File: config.mk
export PLATFORM = sky130hd
export DESIGN_NAME = cache_bank_top
export DESIGN_NICKNAME = d
export VERILOG_FILES = /design/src/hdl/cache_pkg.sv /design/src/hdl/access_queue.sv /design/src/hdl/bank_ctrl.sv /design/src/hdl/cache_bank_top.sv /design/src/hdl/line_store.sv /design/src/hdl/miss_tracker.sv
export SDC_FILE = /design/constraint.sdc
export NUM_CORES = 2
export LEC_CHECK = 0
export BUFFER_PORTS_ARGS = -buffer_cell sky130_fd_sc_hd__buf_2
export CORE_ASPECT_RATIO = 0.9
export CORE_MARGIN = 4
export CORE_UTILIZATION = 44
export DETAILED_ROUTE_END_ITERATION = 12
export PLACE_DENSITY = 0.72
export SLEW_MARGIN = 30
export SYNTH_ARGS = -nofsm -noshare
export SYNTH_HDL_FRONTEND = slang
export SYNTH_SLANG_ARGS = --single-unit
export TNS_END_PERCENT = 1
File: constraint.sdc
create_clock -name clk -period 23.9 [get_ports clk]
set_input_delay 3.585 -clock clk [delete_from_list [all_inputs] [get_ports clk]]
set_output_delay 3.585 -clock clk [all_outputs]
set_load 0.01 [all_outputs]
File: src/hdl/cache_pkg.sv
package cache_pkg;

  // Address split: tag 14:6, index 5:4, offset 3:0
  localparam int ADDR_W      = 15;
  localparam int LINE_BYTES  = 16;
  localparam int OFFSET_W    = 4;
  localparam int NUM_SETS    = 4;
  localparam int INDEX_W     = 2;
  localparam int NUM_WAYS    = 2;
  localparam int WAY_W       = $clog2(NUM_WAYS);
  localparam int TAG_W       = 9;
  localparam int LINE_ADDR_W = 11;

  // Requester tag, same width as the PTC id
  localparam int ID_W = 7;

  localparam int AQ_DEPTH    = 8;
  localparam int MSHR_DEPTH  = 4;
  localparam int MSHR_IDX_W  = $clog2(MSHR_DEPTH);

  typedef logic [LINE_BYTES*8-1:0] line_t;

  typedef struct packed {
    logic [ID_W-1:0]       id;
    logic                  write;
    logic [ADDR_W-1:0]     addr;
    line_t                 data;
    logic [LINE_BYTES-1:0] mask;
  } bank_req_t;

  typedef struct packed {
    logic [ID_W-1:0]   id;
    logic [ADDR_W-1:0] addr;
    line_t             data;
  } bank_rsp_t;

  // One line per memory transfer; mask only used by writes
  typedef struct packed {
    logic                   write;
    logic [LINE_ADDR_W-1:0] line_addr;
    line_t                  data;
    logic [LINE_BYTES-1:0]  mask;
  } mem_req_t;

endpackage

File: src/hdl/access_queue.sv
`timescale 1ns/1ns

module access_queue #(
  parameter type payload_t = logic,
  parameter int  DEPTH     = 8
) (
  input  logic     clk,
  input  logic     arst_n,
  input  logic     push,
  input  payload_t push_data,
  input  logic     pop,
  output payload_t head,
  output logic     empty,
  output logic     full
);

  payload_t                     mem_q [DEPTH];
  logic [$clog2(DEPTH)-1:0]     wr_ptr_q;
  logic [$clog2(DEPTH)-1:0]     rd_ptr_q;
  logic [$clog2(DEPTH+1)-1:0]   count_q;
  logic                         do_push;
  logic                         do_pop;

  assign empty   = (count_q == '0);
  assign full    = (count_q == $bits(count_q)'(DEPTH));
  assign do_push = push && !full;
  assign do_pop  = pop && !empty;
  assign head    = mem_q[rd_ptr_q];

  // Storage, written at the tail
  always_ff @(posedge clk) begin
    if (do_push) begin
      mem_q[wr_ptr_q] <= push_data;
    end
  end

  always_ff @(posedge clk or negedge arst_n) begin
    if (!arst_n) begin
      wr_ptr_q <= '0;
      rd_ptr_q <= '0;
      count_q  <= '0;
    end else begin
      if (do_push) begin
        if (wr_ptr_q == $bits(wr_ptr_q)'(DEPTH - 1)) begin
          wr_ptr_q <= '0;
        end else begin
          wr_ptr_q <= wr_ptr_q + 1'b1;
        end
      end
      if (do_pop) begin
        if (rd_ptr_q == $bits(rd_ptr_q)'(DEPTH - 1)) begin
          rd_ptr_q <= '0;
        end else begin
          rd_ptr_q <= rd_ptr_q + 1'b1;
        end
      end
      // Simultaneous push and pop keep the count
      case ({do_push, do_pop})
        2'b10:   count_q <= count_q + 1'b1;
        2'b01:   count_q <= count_q - 1'b1;
        default: count_q <= count_q;
      endcase
    end
  end

  // Producer must hold off while full
  a_no_push_full: assert property (@(posedge clk) disable iff (!arst_n)
    full |-> !push);

  // Consumer pops only a valid head
  a_no_pop_empty: assert property (@(posedge clk) disable iff (!arst_n)
    empty |-> !pop);

endmodule

File: src/hdl/bank_ctrl.sv
`timescale 1ns/1ns

module bank_ctrl (
  input  logic                               clk,
  input  logic                               arst_n,
  input  cache_pkg::bank_req_t               head,
  input  logic                               empty,
  output logic                               pop,
  output logic [cache_pkg::ADDR_W-1:0]       lookup_addr,
  input  logic                               hit,
  input  logic [cache_pkg::WAY_W-1:0]        hit_way,
  input  cache_pkg::line_t                   hit_line,
  output logic                               wr_en,
  output logic [cache_pkg::WAY_W-1:0]        wr_way,
  output logic [cache_pkg::LINE_BYTES-1:0]   wr_mask,
  output cache_pkg::line_t                   wr_data,
  output logic [cache_pkg::LINE_ADDR_W-1:0]  match_line_addr,
  input  logic                               pending,
  input  logic                               full,
  output logic                               alloc,
  input  logic                               fill_valid,
  output logic                               rsp_valid,
  output cache_pkg::bank_rsp_t               rsp,
  output logic                               wr_done,
  output logic                               miss_valid,
  output logic [cache_pkg::ID_W-1:0]         miss_id,
  output logic                               mem_valid,
  output cache_pkg::mem_req_t                mem_req
);

  import cache_pkg::*;

  logic [LINE_ADDR_W-1:0] line_addr;
  logic                   rd_hit;
  logic                   rd_miss;
  logic                   new_miss;
  logic                   stall;

  assign line_addr       = head.addr[ADDR_W-1:OFFSET_W];
  assign lookup_addr     = head.addr;
  assign match_line_addr = line_addr;

  // Classify the head
  assign rd_hit   = !head.write && hit;
  assign rd_miss  = !head.write && !hit;
  assign new_miss = rd_miss && !pending;
  assign stall    = new_miss && full;

  // Fills own the store for their cycle
  assign pop   = !empty && !fill_valid && !stall;
  assign alloc = pop && new_miss;

  // Reads touch the hit way with no bytes so the LRU bit follows
  assign wr_en   = pop && hit;
  assign wr_way  = hit_way;
  assign wr_mask = head.write ? head.mask : '0;
  assign wr_data = head.data;

  always_ff @(posedge clk or negedge arst_n) begin
    if (!arst_n) begin
      rsp_valid  <= 1'b0;
      wr_done    <= 1'b0;
      miss_valid <= 1'b0;
      mem_valid  <= 1'b0;
    end else begin
      rsp_valid  <= pop && rd_hit;
      wr_done    <= pop && head.write;
      miss_valid <= pop && rd_miss;
      mem_valid  <= (pop && head.write) || alloc;
    end
  end

  // Payloads follow the strobes
  always_ff @(posedge clk) begin
    if (pop) begin
      rsp.id            <= head.id;
      rsp.addr          <= head.addr;
      rsp.data          <= hit_line;
      miss_id           <= head.id;
      mem_req.write     <= head.write;
      mem_req.line_addr <= line_addr;
      mem_req.data      <= head.write ? head.data : '0;
      mem_req.mask      <= head.write ? head.mask : '0;
    end
  end

endmodule

File: src/hdl/cache_bank_top.sv
`timescale 1ns/1ns

module cache_bank_top (
  input  logic                               clk,
  input  logic                               arst_n,
  input  logic                               req_valid,
  input  cache_pkg::bank_req_t               req,
  output logic                               aq_full,
  output logic                               rsp_valid,
  output cache_pkg::bank_rsp_t               rsp,
  output logic                               wr_done,
  output logic                               miss_valid,
  output logic [cache_pkg::ID_W-1:0]         miss_id,
  output logic                               mem_valid,
  output cache_pkg::mem_req_t                mem_req,
  input  logic                               fill_valid,
  input  logic [cache_pkg::LINE_ADDR_W-1:0]  fill_line_addr,
  input  cache_pkg::line_t                   fill_data
);

  import cache_pkg::*;

  bank_req_t              aq_head;
  logic                   aq_empty;
  logic                   aq_pop;

  logic [ADDR_W-1:0]      lookup_addr;
  logic                   hit;
  logic [WAY_W-1:0]       hit_way;
  line_t                  hit_line;
  logic                   wr_en;
  logic [WAY_W-1:0]       wr_way;
  logic [LINE_BYTES-1:0]  wr_mask;
  line_t                  wr_data;

  logic [LINE_ADDR_W-1:0] match_line_addr;
  logic                   mt_pending;
  logic                   mt_full;
  logic                   mt_alloc;

  access_queue #(
    .payload_t (bank_req_t),
    .DEPTH     (AQ_DEPTH)
  ) u_access_queue (
    .clk       (clk),
    .arst_n    (arst_n),
    .push      (req_valid),
    .push_data (req),
    .pop       (aq_pop),
    .head      (aq_head),
    .empty     (aq_empty),
    .full      (aq_full)
  );

  line_store u_line_store (
    .clk            (clk),
    .arst_n         (arst_n),
    .lookup_addr    (lookup_addr),
    .hit            (hit),
    .hit_way        (hit_way),
    .hit_line       (hit_line),
    .wr_en          (wr_en),
    .wr_way         (wr_way),
    .wr_mask        (wr_mask),
    .wr_data        (wr_data),
    .fill_valid     (fill_valid),
    .fill_line_addr (fill_line_addr),
    .fill_data      (fill_data)
  );

  miss_tracker u_miss_tracker (
    .clk             (clk),
    .arst_n          (arst_n),
    .match_line_addr (match_line_addr),
    .pending         (mt_pending),
    .full            (mt_full),
    .alloc           (mt_alloc),
    .fill_valid      (fill_valid),
    .fill_line_addr  (fill_line_addr)
  );

  bank_ctrl u_bank_ctrl (
    .clk             (clk),
    .arst_n          (arst_n),
    .head            (aq_head),
    .empty           (aq_empty),
    .pop             (aq_pop),
    .lookup_addr     (lookup_addr),
    .hit             (hit),
    .hit_way         (hit_way),
    .hit_line        (hit_line),
    .wr_en           (wr_en),
    .wr_way          (wr_way),
    .wr_mask         (wr_mask),
    .wr_data         (wr_data),
    .match_line_addr (match_line_addr),
    .pending         (mt_pending),
    .full            (mt_full),
    .alloc           (mt_alloc),
    .fill_valid      (fill_valid),
    .rsp_valid       (rsp_valid),
    .rsp             (rsp),
    .wr_done         (wr_done),
    .miss_valid      (miss_valid),
    .miss_id         (miss_id),
    .mem_valid       (mem_valid),
    .mem_req         (mem_req)
  );

endmodule

File: src/hdl/line_store.sv
`timescale 1ns/1ns

module line_store (
  input  logic                                clk,
  input  logic                                arst_n,
  input  logic [cache_pkg::ADDR_W-1:0]        lookup_addr,
  output logic                                hit,
  output logic [cache_pkg::WAY_W-1:0]         hit_way,
  output cache_pkg::line_t                    hit_line,
  input  logic                                wr_en,
  input  logic [cache_pkg::WAY_W-1:0]         wr_way,
  input  logic [cache_pkg::LINE_BYTES-1:0]    wr_mask,
  input  cache_pkg::line_t                    wr_data,
  input  logic                                fill_valid,
  input  logic [cache_pkg::LINE_ADDR_W-1:0]   fill_line_addr,
  input  cache_pkg::line_t                    fill_data
);

  import cache_pkg::*;

  line_t               data_q  [NUM_SETS][NUM_WAYS];
  logic [TAG_W-1:0]    tag_q   [NUM_SETS][NUM_WAYS];
  logic [NUM_WAYS-1:0] valid_q [NUM_SETS];
  logic [WAY_W-1:0]    lru_q   [NUM_SETS];

  logic [INDEX_W-1:0]  lk_idx;
  logic [TAG_W-1:0]    lk_tag;
  logic [NUM_WAYS-1:0] way_hit;

  logic [INDEX_W-1:0]  fill_idx;
  logic [TAG_W-1:0]    fill_tag;
  logic [NUM_WAYS-1:0] fill_match;
  logic [WAY_W-1:0]    fill_way;

  assign lk_idx = lookup_addr[OFFSET_W +: INDEX_W];
  assign lk_tag = lookup_addr[ADDR_W-1 -: TAG_W];

  assign fill_idx = fill_line_addr[INDEX_W-1:0];
  assign fill_tag = fill_line_addr[LINE_ADDR_W-1 -: TAG_W];

  // Compare both ways of the set
  always_comb begin
    for (int w = 0; w < NUM_WAYS; w++) begin
      way_hit[w]    = valid_q[lk_idx][w] && (tag_q[lk_idx][w] == lk_tag);
      fill_match[w] = valid_q[fill_idx][w] && (tag_q[fill_idx][w] == fill_tag);
    end
  end

  assign hit      = |way_hit;
  assign hit_way  = way_hit[1];
  assign hit_line = data_q[lk_idx][hit_way];

  // Refill of a present line lands in the same way
  assign fill_way = (|fill_match) ? fill_match[1] : lru_q[fill_idx];

  always_ff @(posedge clk) begin
    if (fill_valid) begin
      data_q[fill_idx][fill_way] <= fill_data;
      tag_q[fill_idx][fill_way]  <= fill_tag;
    end else if (wr_en) begin
      for (int b = 0; b < LINE_BYTES; b++) begin
        if (wr_mask[b]) begin
          data_q[lk_idx][wr_way][8*b +: 8] <= wr_data[8*b +: 8];
        end
      end
    end
  end

  // LRU bit names the way to replace next
  always_ff @(posedge clk or negedge arst_n) begin
    if (!arst_n) begin
      for (int s = 0; s < NUM_SETS; s++) begin
        valid_q[s] <= '0;
        lru_q[s]   <= '0;
      end
    end else if (fill_valid) begin
      valid_q[fill_idx][fill_way] <= 1'b1;
      lru_q[fill_idx]             <= ~fill_way;
    end else if (wr_en) begin
      lru_q[lk_idx] <= ~wr_way;
    end
  end

  // Fills never leave a duplicate tag in a set
  a_one_way_hits: assert property (@(posedge clk) disable iff (!arst_n)
    $onehot0(way_hit));

endmodule

File: src/hdl/miss_tracker.sv
`timescale 1ns/1ns

module miss_tracker (
  input  logic                               clk,
  input  logic                               arst_n,
  input  logic [cache_pkg::LINE_ADDR_W-1:0]  match_line_addr,
  output logic                               pending,
  output logic                               full,
  input  logic                               alloc,
  input  logic                               fill_valid,
  input  logic [cache_pkg::LINE_ADDR_W-1:0]  fill_line_addr
);

  import cache_pkg::*;

  logic [MSHR_DEPTH-1:0]  valid_q;
  logic [LINE_ADDR_W-1:0] addr_q [MSHR_DEPTH];
  logic [MSHR_DEPTH-1:0]  match;
  logic [MSHR_DEPTH-1:0]  fill_hit;
  logic [MSHR_IDX_W-1:0]  free_idx;
  logic                   free_found;

  always_comb begin
    for (int i = 0; i < MSHR_DEPTH; i++) begin
      match[i]    = valid_q[i] && (addr_q[i] == match_line_addr);
      fill_hit[i] = valid_q[i] && (addr_q[i] == fill_line_addr);
    end
  end

  assign pending = |match;
  assign full    = &valid_q;

  // Lowest free entry
  always_comb begin
    free_found = 1'b0;
    free_idx   = '0;
    for (int i = 0; i < MSHR_DEPTH; i++) begin
      if (!valid_q[i] && !free_found) begin
        free_found = 1'b1;
        free_idx   = MSHR_IDX_W'(i);
      end
    end
  end

  always_ff @(posedge clk) begin
    if (alloc && free_found) begin
      addr_q[free_idx] <= match_line_addr;
    end
  end

  always_ff @(posedge clk or negedge arst_n) begin
    if (!arst_n) begin
      valid_q <= '0;
    end else begin
      if (fill_valid) begin
        valid_q <= valid_q & ~fill_hit;
      end
      if (alloc && free_found) begin
        valid_q[free_idx] <= 1'b1;
      end
    end
  end

  // Controller stalls a new miss while the table is full
  a_no_alloc_full: assert property (@(posedge clk) disable iff (!arst_n)
    alloc |-> !full);

  // A second read of a pending line merges instead
  a_no_alloc_dup: assert property (@(posedge clk) disable iff (!arst_n)
    alloc |-> !pending);

endmodule

==> run summary <==
run status -> finished clean
die boundary width -> 535 um
Worst slew margin -> 0.290
DP Cell Count -> 10300
Synth Flop Type -> edfxtp_1
routed len/inst -> 27.5 um
core box area -> 248000 um2
Initial Util -> 0.444
endpoints failing setup -> 0
htree depth -> 5
Max Clk Rate -> 112 MHz
clk sinks -> 2801
die area -> 258000 um2
number of buffers created by CTS -> 303
sequential area share after synthesis -> 0.764
vias per cell -> 5.74
I/O Pins -> 628
Root Driver -> clkbuf_16
Area growth syn-to-layout -> 14.8%
arrival time at the worst endpoint -> 9.43 ns
Final Max Tran Viols -> 0
Port-buffer cells -> 627
Yosys Warn Count -> 0
setup bufs post-CTS -> 0
syn_nets -> 7003
post-layout min period -> 8.93 ns
cts hold-fix bufs -> 0
CTS tree -> done
Synth async-reset ratio -> 0.0107
post-route ant nets -> 0
Initial DRC Count -> 7533
first-pass GRT wire length -> 427 mm
Post-Route Utilization -> 0.510
initial antenna violation count -> 126
post-synth cell types -> 63
EDFF count, synth -> 2771
WP data required -> 24.40 ns
clk slew on worst S/H paths -> 0.06 ns
pwr dens -> 135 nW/um2
placer's final routability congestion estimate -> 0.900
drt drc -> 0
Post-layout nets -> 7631
aggregate global-route resource usage -> 0.227
Hold Crit Class -> flop to flop
RSZ-0062 raised after global routing -> no
final sum of negative setup slack -> 0 ns
flops & latches, synth -> 2801
MaxCap Viol Count -> 0
GRT Residual Overflow -> 0
total number of vias -> 62600
ratio of cells with drive above 1 in the final layout -> 0.227
VDD IR max -> 0.116 mV
first drt pass iteration count -> 5
Fin. Hold Viols -> 0
Mapped Cells -> 6685
site row count -> 173
synthesized cell area -> 110000 um2
Avg Cell Area, Syn -> 16.4 um2
Die Height -> 482 um
worst skew pair latency -> 0.95 ns
Worst Tran Pin Value -> 1.04 ns
crit path max fanout -> 107
largest net degree at the start of global routing -> 193
post_cts resized -> 0
CP Launch Type -> flop
critical path type -> flop to flop
skew final -> 0.0847 ns
HPWL after DPL -> 192 mm
crit share post-route -> 0.374
clk buf depth -> 4
Hold Path Depth -> 1
R2R depth -> 17
static leakage power -> 0.0426 uW
Crit. End Element -> flop
total wire length -> 300 mm
vias in the first global route -> 60600
Finished Layout Cells -> 10900
path summary, 6_finish.rpt:
path	start	to	slack, ns
worst max register to register	u_access_queue.rd_ptr_q[0]	u_line_store.data_q[3][174]	14.97
worst min register to register	u_line_store.lru_q[2]	u_line_store.lru_q[2]	0.49
min in group asynchronous	arst_n	u_bank_ctrl.wr_done	2.61
worst min-delay path	u_line_store.lru_q[2]	u_line_store.lru_q[2]	0.49
max in group asynchronous	arst_n	u_access_queue.rd_ptr_q[0]	20.82
worst max-delay path	u_access_queue.rd_ptr_q[0]	u_line_store.data_q[3][174]	14.97
layout make-up:
type	count	area, um2
Antenna cell	59	148
Clock buffer	358	7950
Clock inverter	161	1400
Fill cell	19900	121000
Inverter	34	143
Multi-Input combinational cell	3434	24200
Sequential cell	2801	84000
Tap cell	3325	4160
Timing Repair Buffer	739	4210
metal layers:
metal,GRT usage,vias to the layer above,part of all wire
li1,-,26800,-
met1,0.308,31800,0.39
met2,0.350,3322,0.46
met3,0.0578,643,0.098
met4,0.100,58,0.045
met5,0,-,0.0012
registers in the layout, indices dropped and copies added, names as in the netlist:
| signal | flops |
|---|---|
| u_access_queue.count_q | 4 |
| u_access_queue.mem_q | 1336 |
| u_access_queue.rd_ptr_q | 3 |
| u_access_queue.wr_ptr_q | 3 |
| u_bank_ctrl.mem_req | 146 |
| u_bank_ctrl.mem_valid | 1 |
| u_bank_ctrl.miss_valid | 1 |
| u_bank_ctrl.rsp | 149 |
| u_bank_ctrl.rsp_valid | 1 |
| u_bank_ctrl.wr_done | 1 |
| u_line_store.data_q | 1024 |
| u_line_store.lru_q | 4 |
| u_line_store.tag_q | 72 |
| u_line_store.valid_q | 8 |
| u_miss_tracker.addr_q | 44 |
| u_miss_tracker.valid_q | 4 |
cells in the mapped netlist (56+ instances only):
master	instances	area share
clkbuf_1	267	0.0091
a21oi_1	56	0.0026
buf_2	59	0.0027
mux2i_1	86	0.0078
nand2_1	1183	0.040
nor2_1	230	0.0079
nand3_1	701	0.032
mux2_2	118	0.012
nor2b_1	56	0.0032
mux4_2	352	0.072
xnor2_1	77	0.0061
o21ai_0	271	0.012
edfxtp_1	2771	0.76
cell usage in the layout, fill, tap and decap left out, types with 10 or more instances in the layout:
cell	synthesis	routed
mux4_2	352	352
dfrtp_1	30	27
xnor2_1	77	77
clkbuf_16	0	310
nor2b_1	56	56
nand2_1	1183	1181
nor3_1	17	10
clkbuf_1	267	47
diode_2	0	59
o21ai_0	271	241
edfxtp_1	2771	2771
nor2_1	230	224
inv_1	30	29
clkinvlp_4	0	12
o21ai_2	19	20
clkinv_1	0	56
and2_1	12	12
and3_1	14	14
nor4_1	12	10
mux2i_1	86	83
xor2_1	43	43
mux2_2	118	118
nand4_1	34	34
a21oi_1	56	54
o21ai_1	23	52
buf_4	28	86
buf_2	59	626
buf_6	11	14
o31ai_1	21	15
a211oi_1	13	13
bufinv_16	0	22
clkinv_2	0	56
nand3_1	701	701
power by group:
| part | switching, uW | internal (uW) | total, uW |
|---|---|---|---|
| registers | 309 | 6450 | 6760 |
| clock network | 1850 | 2600 | 4450 |
| logic | 3980 | 1840 | 5810 |
| total | 6130 | 10900 | 17000 |
through the flow:
stage / hold WS (ns) / area [um2] / setup WS, ns / power [uW]
after floorplan: 0.451 / 110000 / 3.30 / 10600
after global placement: 0.473 / 116000 / 14.83 / 12500
after detailed placement: 0.471 / 117000 / 14.74 / 12700
after CTS: 0.488 / 126000 / 14.76 / 17100
after global routing: 0.508 / 126000 / 14.43 / 17800
final: 0.493 / 126000 / 14.97 / 17000
kinds of logic (layout without fill, tap and decap cells):
group | count (synthesis) | count (layout) | synth area share
AND/OR/NAND/NOR | 2296 | 2296 | 0.0908
multiplexers | 566 | 566 | 0.0937
other | 0 | 59 | 0
XOR/XNOR | 120 | 120 | 0.00956
flip-flops | 2801 | 2801 | 0.764
adder cells (fa/ha/maj) | 8 | 8 | 0.000979
AO/OA/AOI/OAI | 444 | 444 | 0.0231
buffers and inverters | 450 | 1292 | 0.0178
critical path, cell delays in order, from the launching register on:
cell and delay [ns]:
dfrtp_4 0.96, buf_6 0.60, mux2i_1 0.20, a22oi_1 0.24
buf_4 0.37, nand2_4 0.49, inv_8 0.69, buf_4 0.79
nand2_1 0.12, o221a_2 0.30, a211oi_1 0.27, nand4_1 0.20
a21oi_4 0.18, buf_4 0.49, buf_4 0.58, mux2_2 0.67
buf_4 0.41, nor2_1 0.62
Power figures use the tool's default switching activity.
